File: config.mk
export PLATFORM = sky130hd
export DESIGN_NAME = dram_writeback_top
export DESIGN_NICKNAME = d
export VERILOG_FILES = /design/src/logic/scpad_pkg.sv /design/src/logic/wb_beat_counter.sv /design/src/logic/wb_row_buffer.sv /design/src/logic/wb_beat_packer.sv /design/src/logic/wb_ctrl_fsm.sv /design/src/logic/dram_writeback_top.sv
export VERILOG_INCLUDE_DIRS = /design/src /design/src/logic
export SDC_FILE = /design/constraint.sdc
export NUM_CORES = 1
export LEC_CHECK = 0
export ABC_CLOCK_PERIOD_IN_PS = 3250
export BUFFER_PORTS_ARGS = -buffer_cell sky130_fd_sc_hd__buf_4
export CAP_MARGIN = 20
export CORE_AREA = 2 2 280 282
export CTS_CLUSTER_SIZE = 30
export DETAILED_ROUTE_END_ITERATION = 7
export DIE_AREA = 0 0 282 284
export PLACE_DENSITY = 0.66
export RECOVER_POWER = 25
export SYNTH_ARGS = -nofsm -noshare
export SYNTH_HDL_FRONTEND = slang
export SYNTH_HIERARCHICAL = 1
export SYNTH_SLANG_ARGS = --single-unit
File: constraint.sdc
create_clock -name clk -period 3.25 [get_ports clk]
set_clock_uncertainty 0.2 [all_clocks]
set_input_delay 0.1625 -clock clk [delete_from_list [all_inputs] [get_ports clk]]
set_output_delay 0.1625 -clock clk [all_outputs]
set_load 0.1 [all_outputs]
File: src/logic/scpad_macros.svh
`ifndef SCPAD_MACROS_SVH
`define SCPAD_MACROS_SVH

// scratchpad row geometry
`define SCPAD_LANES      32
`define LANE_WIDTH       16

// dram beat geometry
`define BEAT_LANES       4
`define MAX_BEATS        8

// address widths
`define DRAM_ADDR_WIDTH  32
`define SRAM_ROW_WIDTH   6

`endif

File: src/logic/scpad_pkg.sv
`include "scpad_macros.svh"

package scpad_pkg;

    // basic vectors
    typedef logic [`LANE_WIDTH-1:0]                 lane_t;
    typedef logic [`BEAT_LANES*`LANE_WIDTH-1:0]     beat_data_t;
    typedef logic [`DRAM_ADDR_WIDTH-1:0]            dram_addr_t;
    typedef logic [`SCPAD_LANES-1:0]                vec_mask_t;
    typedef logic [`SRAM_ROW_WIDTH-1:0]             sram_row_t;

    // index runs 0..7, count runs 1..8 so it needs one more bit
    typedef logic [$clog2(`MAX_BEATS)-1:0]          beat_idx_t;
    typedef logic [$clog2(`MAX_BEATS):0]            beat_count_t;

    // lane 0 sits in the lowest bits of the row
    typedef lane_t [`SCPAD_LANES-1:0]               row_data_t;

    // writeback command
    typedef struct packed {
        sram_row_t   row;
        dram_addr_t  dram_addr;
        vec_mask_t   vector_mask;
        beat_count_t num_beats;
    } wb_cmd_t;

    // one 64-bit dram write beat
    typedef struct packed {
        logic        valid;
        beat_data_t  wdata;
        dram_addr_t  dram_addr;
        vec_mask_t   vector_mask;
    } dram_write_req_t;

    // writeback sequencer states
    typedef enum logic [2:0] {
        IDLE,
        READ,
        WAIT_DATA,
        EMIT,
        DONE
    } wb_state_t;

endpackage

File: src/logic/wb_beat_counter.sv
`timescale 1ns/1ps

module wb_beat_counter
    import scpad_pkg::*;
(
    input  logic        clk,
    input  logic        n_rst,
    input  logic        advance,
    input  logic        clear,
    input  beat_count_t num_beats,
    output beat_idx_t   beat_idx,
    output logic        last_beat
);

    // beats already loaded into the packer
    beat_count_t count;
    beat_count_t count_inc;

    assign count_inc = count + beat_count_t'(1);

    always_ff @(posedge clk, negedge n_rst) begin
        if (!n_rst) begin
            count <= '0;
        end else if (clear) begin
            count <= '0;
        end else if (advance) begin
            count <= count_inc;
        end
    end

    // high while the beat about to load brings the count to num_beats
    assign last_beat = (count_inc == num_beats);

    // low bits select the lane group
    assign beat_idx = count[$bits(beat_idx_t)-1:0];

endmodule

File: src/logic/wb_row_buffer.sv
`timescale 1ns/1ps

module wb_row_buffer
    import scpad_pkg::*;
(
    input  logic      clk,
    input  logic      n_rst,
    input  logic      capture,
    input  row_data_t sram_rddata,
    output row_data_t row
);

    // full 512-bit row, frees the sram after a single read
    row_data_t row_q;

    always_ff @(posedge clk, negedge n_rst) begin
        if (!n_rst) begin
            row_q <= '0;
        end else if (capture) begin
            // read data is valid in the capture cycle
            row_q <= sram_rddata;
        end
    end

    assign row = row_q;

endmodule

File: src/logic/wb_beat_packer.sv
`timescale 1ns/1ps

`include "scpad_macros.svh"

module wb_beat_packer
    import scpad_pkg::*;
(
    input  logic            clk,
    input  logic            n_rst,
    input  logic            load,
    input  logic            clear,
    input  beat_idx_t       beat_idx,
    input  row_data_t       row,
    input  dram_addr_t      dram_addr_base,
    input  vec_mask_t       vector_mask,
    output dram_write_req_t dram_write_req
);

    dram_write_req_t req_q;
    dram_write_req_t req_next;

    // first lane of the selected group
    logic [$clog2(`SCPAD_LANES)-1:0] lane_base;

    assign lane_base = beat_idx * `BEAT_LANES;

    always_comb begin
        req_next.valid = 1'b1;

        // highest lane of the group lands in the top bits
        req_next.wdata = row[lane_base +: `BEAT_LANES];

        // base above bit 4, beat index in bits 4..2, low two bits zero
        req_next.dram_addr = {
            dram_addr_base[`DRAM_ADDR_WIDTH-1:5],
            beat_idx,
            2'b00
        };

        // mask is forwarded as is
        req_next.vector_mask = vector_mask;
    end

    always_ff @(posedge clk, negedge n_rst) begin
        if (!n_rst) begin
            req_q <= '0;
        end else if (clear) begin
            req_q <= '0;
        end else if (load) begin
            req_q <= req_next;
        end
        // otherwise hold, keeps the beat steady under stall
    end

    assign dram_write_req = req_q;

endmodule

File: src/logic/wb_ctrl_fsm.sv
`timescale 1ns/1ps

module wb_ctrl_fsm
    import scpad_pkg::*;
(
    input  logic        clk,
    input  logic        n_rst,
    input  logic        cmd_valid,
    input  wb_cmd_t     cmd,
    input  logic        dram_be_stall,
    input  logic        last_beat,
    output logic        sram_rd_en,
    output sram_row_t   sram_rd_row,
    output logic        row_capture,
    output logic        beat_load,
    output logic        beat_clear,
    output dram_addr_t  dram_addr_base,
    output vec_mask_t   vector_mask,
    output beat_count_t num_beats,
    output logic        busy,
    output logic        done
);

    wb_state_t state;
    wb_state_t next_state;
    wb_cmd_t   cmd_q;
    logic      rd_pulse;

    always_ff @(posedge clk, negedge n_rst) begin
        if (!n_rst) begin
            state    <= IDLE;
            rd_pulse <= 1'b0;
        end else begin
            state    <= next_state;
            // second READ cycle carries the sram read
            rd_pulse <= (state == READ) && !rd_pulse;
        end
    end

    // command taken only when idle
    always_ff @(posedge clk) begin
        if (state == IDLE && cmd_valid) begin
            cmd_q <= cmd;
        end
    end

    always_comb begin
        next_state  = state;
        row_capture = 1'b0;
        beat_load   = 1'b0;
        beat_clear  = 1'b0;
        done        = 1'b0;

        case (state)
            IDLE: begin
                if (cmd_valid) begin
                    next_state = READ;
                end
            end
            READ: begin
                if (rd_pulse) begin
                    next_state = WAIT_DATA;
                end
            end
            WAIT_DATA: begin
                // sram data present this cycle
                row_capture = 1'b1;
                next_state  = EMIT;
            end
            EMIT: begin
                if (!dram_be_stall) begin
                    beat_load = 1'b1;
                    if (last_beat) begin
                        next_state = DONE;
                    end
                end
            end
            DONE: begin
                // last beat transfers here unless stalled
                if (!dram_be_stall) begin
                    done       = 1'b1;
                    beat_clear = 1'b1;
                    next_state = IDLE;
                end
            end
            default: begin
                next_state = IDLE;
            end
        endcase
    end

    assign sram_rd_en     = rd_pulse;
    assign sram_rd_row    = cmd_q.row;
    assign dram_addr_base = cmd_q.dram_addr;
    assign vector_mask    = cmd_q.vector_mask;
    assign num_beats      = cmd_q.num_beats;
    assign busy           = (state != IDLE);

endmodule

File: src/logic/dram_writeback_top.sv
`timescale 1ns/1ps

module dram_writeback_top
    import scpad_pkg::*;
(
    input  logic            clk,
    input  logic            n_rst,
    input  logic            cmd_valid,
    input  wb_cmd_t         cmd,
    output logic            sram_rd_en,
    output sram_row_t       sram_rd_row,
    input  row_data_t       sram_rddata,
    output dram_write_req_t dram_write_req,
    input  logic            dram_be_stall,
    output logic            busy,
    output logic            done
);

    // sequencer to datapath
    logic        row_capture;
    logic        beat_load;
    logic        beat_clear;
    logic        last_beat;
    dram_addr_t  dram_addr_base;
    vec_mask_t   vector_mask;
    beat_count_t num_beats;
    beat_idx_t   beat_idx;
    row_data_t   row;

    wb_ctrl_fsm wb_ctrl_fsm_inst (
        .clk            (clk),
        .n_rst          (n_rst),
        .cmd_valid      (cmd_valid),
        .cmd            (cmd),
        .dram_be_stall  (dram_be_stall),
        .last_beat      (last_beat),
        .sram_rd_en     (sram_rd_en),
        .sram_rd_row    (sram_rd_row),
        .row_capture    (row_capture),
        .beat_load      (beat_load),
        .beat_clear     (beat_clear),
        .dram_addr_base (dram_addr_base),
        .vector_mask    (vector_mask),
        .num_beats      (num_beats),
        .busy           (busy),
        .done           (done)
    );

    wb_beat_counter wb_beat_counter_inst (
        .clk       (clk),
        .n_rst     (n_rst),
        .advance   (beat_load),
        .clear     (beat_clear),
        .num_beats (num_beats),
        .beat_idx  (beat_idx),
        .last_beat (last_beat)
    );

    wb_row_buffer wb_row_buffer_inst (
        .clk         (clk),
        .n_rst       (n_rst),
        .capture     (row_capture),
        .sram_rddata (sram_rddata),
        .row         (row)
    );

    wb_beat_packer wb_beat_packer_inst (
        .clk            (clk),
        .n_rst          (n_rst),
        .load           (beat_load),
        .clear          (beat_clear),
        .beat_idx       (beat_idx),
        .row            (row),
        .dram_addr_base (dram_addr_base),
        .vector_mask    (vector_mask),
        .dram_write_req (dram_write_req)
    );

endmodule

==> results.py <==
metrics = {
    "global_route": {
        "grt_max_degree": 95,
        "grt_usage_pct": 24.9,
        "grt_pass1_vias": 25900,
        "grt_antenna_before_repair": 30,
        "grt_pass1_wl_um": 153000,
        "gr-total-overflow": 0,
    },
    "detailed_routing": {
        "vias": 23000,
        "routed_wl_um": 102000,
        "drt_iter0_drc": 1366,
        "ant_nets": 0,
        "wl_per_cell_um": 22.6,
        "drcViolationCount": 0,
        "drt_pre_antenna_iters": 7,
        "vias_per_cell": 5.11,
    },
    "floorplan": {
        "row_count": 102,
        "die_x_um": 282,
        "die_h_um": 284,
        "num_io_pins": 728,
        "initial_core_util_pct": 40.6,
        "coreArea_mm2": 0.0770,
        "dieArea_mm2": 0.0801,
    },
    "clocking": {
        "cts_resized": 0,
        "clock_sinks": 716,
        "cts_root_buf": "clkbuf_16",
        "clk_pin_slew_worst_paths_ns": 0.06,
        "tritoncts": "done",
        "h-tree-depth": 3,
        "cts_buffers": 78,
        "cts.path.max_buffers": 3,
        "clkLatencyLatePin_ns": 0.63,
    },
    "pwr": {
        "p_sw_share_pct": 40.6,
        "p_sw_mw": 19.2,
        "leakage_nw": 20.0,
        "irDropWorstVdd_mv": 1.08,
        "power_mw": 47.2,
        "power_density_mw_per_mm2": 1020,
        "intPower_mw": 28.0,
        "power.share.clock_pct": 20.5,
        "pwr-share-comb_pct": 46.3,
        "seqPwrFrac_pct": 33.2,
    },
    "run": {
        "cap_violations": 1,
    },
    "layout": {
        "nNetsFinal": 3952,
        "stdcell_count": 4499,
        "syn_to_final_growth_pct": 48.7,
        "drive_above_1_share_pct": 47.1,
    },
    "place": {
        "place_congestion": 0.829,
        "place_hpwl_um": 64900,
        "post-place-ws_ns": 0.680,
        "dp.cells": 3720,
        "io_buffers": 720,
    },
    "run_status": {
        "failed_checks": "capacitance limit, slew limit",
        "status": "complete, but fails checks",
    },
    "timing": {
        "fin_setup_tns_ns": 0,
        "max_freq_mhz": 357,
        "tightest_slew_ns": 2.13,
        "drv_slew": 8,
        "period_needed_ns": 2.80,
        "slew_headroom_pct": -41.9,
        "fin_crit_sh_pct": 86.3,
        "finalHoldViolations": 0,
        "rsz0062_at_grt": "false",
        "setup_violations": 0,
        "worst_hold_slack_ns": 0.0619,
        "finalWorstSetupSlack_ns": 0.445,
    },
    "synth": {
        "synth_area_mm2": 0.0312,
        "yosysWarnings": 6,
        "avgSynthCellArea_um2": 15.1,
        "synth_cells": 2065,
    },
    "min_path": {
        "hold_class": "in -> reg",
    },
    "setup_path": {
        "critical_path_class": "reg -> out",
        "worstPathRequired_ns": 2.89,
        "worstSetupEndpointType": "output port",
        "startpoint_type": "register",
        "crit_path_max_fanout": 17,
        "cp.arrival_ns": 2.44,
    },
}
critical path, stage by stage, from the launching register on:
cell and delay, ns:
dfrtp_1 0.48, nor2_1 0.16, nand2_1 0.10, nor2_4 0.41
buf_4 0.33, buf_4 0.33
path summary, 6_finish.rpt:
| path | from | cells past startpoint | end | slack, ns |
|---|---|---|---|---|
| setup reg to reg | wb_ctrl_fsm_inst/state[1]$_DFFE_PN0P_ | 4 | wb_row_buffer_inst/row[371]$_DFFE_PN0P_ | 0.62 |
| min in group asynchronous | n_rst | 3 | wb_row_buffer_inst/row[13]$_DFFE_PN0P_ | 1.34 |
| max in group asynchronous | n_rst | 3 | wb_row_buffer_inst/row[384]$_DFFE_PN0P_ | 0.61 |
| hold / removal | cmd[59] | 2 | wb_ctrl_fsm_inst/dram_addr_base[23]$_DFFE_PP_ | 0.06 |
| setup / recovery | wb_ctrl_fsm_inst/state[0]$_DFFE_PN0P_ | 5 | done | 0.45 |
| hold reg to reg | wb_ctrl_fsm_inst/dram_addr_base[30]$_DFFE_PP_ | 2 | wb_beat_packer_inst/dram_write_req[62]$_DFFE_PN0P_ | 0.30 |
repair_timing:
action	CTS	global route
buffers inserted	0	0
endpoints found under the hold margin	1374	0
hold buffers	601	0
through the flow:
| step | cell area (um^2) | utilization, % |
|---|---|---|
| finish | 46400 | 60.3 |
| global route | 46400 | 60.3 |
| CTS | 46400 | 60.2 |
| detailed placement | 37500 | 48.7 |
| global placement | 37500 | 48.7 |
| floorplan | 31200 | - |
per-layer routing:
metal | part of all wire [%] | wire length (um) | global-route usage, % | up-vias
li1 | - | - | - | 10200
met1 | 39 | 39700 | 29.5 | 11700
met2 | 50 | 51100 | 43.3 | 883
met3 | 6.2 | 6340 | 5.19 | 251
met4 | 4.4 | 4460 | 11.5 | 0
met5 | 0 | 0 | 0 | -
cell usage in the layout (no fill, tap or decap), drive strengths merged, types with 4 or more instances in the layout:
| cell | count |
|---|---|
| xnor2 | 5 |
| diode | 33 |
| clkinv | 21 |
| bufinv | 12 |
| dfrtp | 647 |
| clkinvlp | 5 |
| a221o | 64 |
| xor2 | 4 |
| mux2 | 640 |
| o22ai | 64 |
| nand2 | 5 |
| edfxtp | 69 |
| buf | 712 |
| clkbuf | 161 |
| dlygate4sd3 | 600 |
| nor2 | 136 |
| inv | 5 |
| mux2i | 191 |
| a211oi | 64 |
registers in the layout, indices dropped and copies added (netlist names):
| register | cells |
|---|---|
| wb_beat_packer_inst/dram_write_req | 127 |
| wb_ctrl_fsm_inst/vector_mask | 32 |
| wb_ctrl_fsm_inst/state | 3 |
| wb_row_buffer_inst/row | 512 |
| wb_ctrl_fsm_inst/sram_rd_row | 6 |
| wb_beat_counter_inst/count | 4 |
| wb_ctrl_fsm_inst/dram_addr_base | 27 |
| wb_ctrl_fsm_inst/sram_rd_en | 1 |
| wb_ctrl_fsm_inst/num_beats | 4 |
cell type report:
type	instances	area, um^2
multi-input combinational	1194	11800
clock inverter	42	634
sequential	716	18300
fill	5637	30500
inverter	1	3.75
antenna	33	82.6
timing repair buffer	1370	12200
clock buffer	103	2200
tap	1040	1300
power groups by stage:
stage | Clock, mW | Sequential, mW | Combinational (mW)
2_1_floorplan | 0 | 20.5 | 10.7
3_3_place_gp | 0 | 15.5 | 20.6
3_5_place_dp | 0 | 15.7 | 21.0
4_1_cts | 9.84 | 15.6 | 21.7
5_1_grt | 10.2 | 16.2 | 22.9
6_report | 9.67 | 15.7 | 21.8
Power figures use the tool's default switching activity.
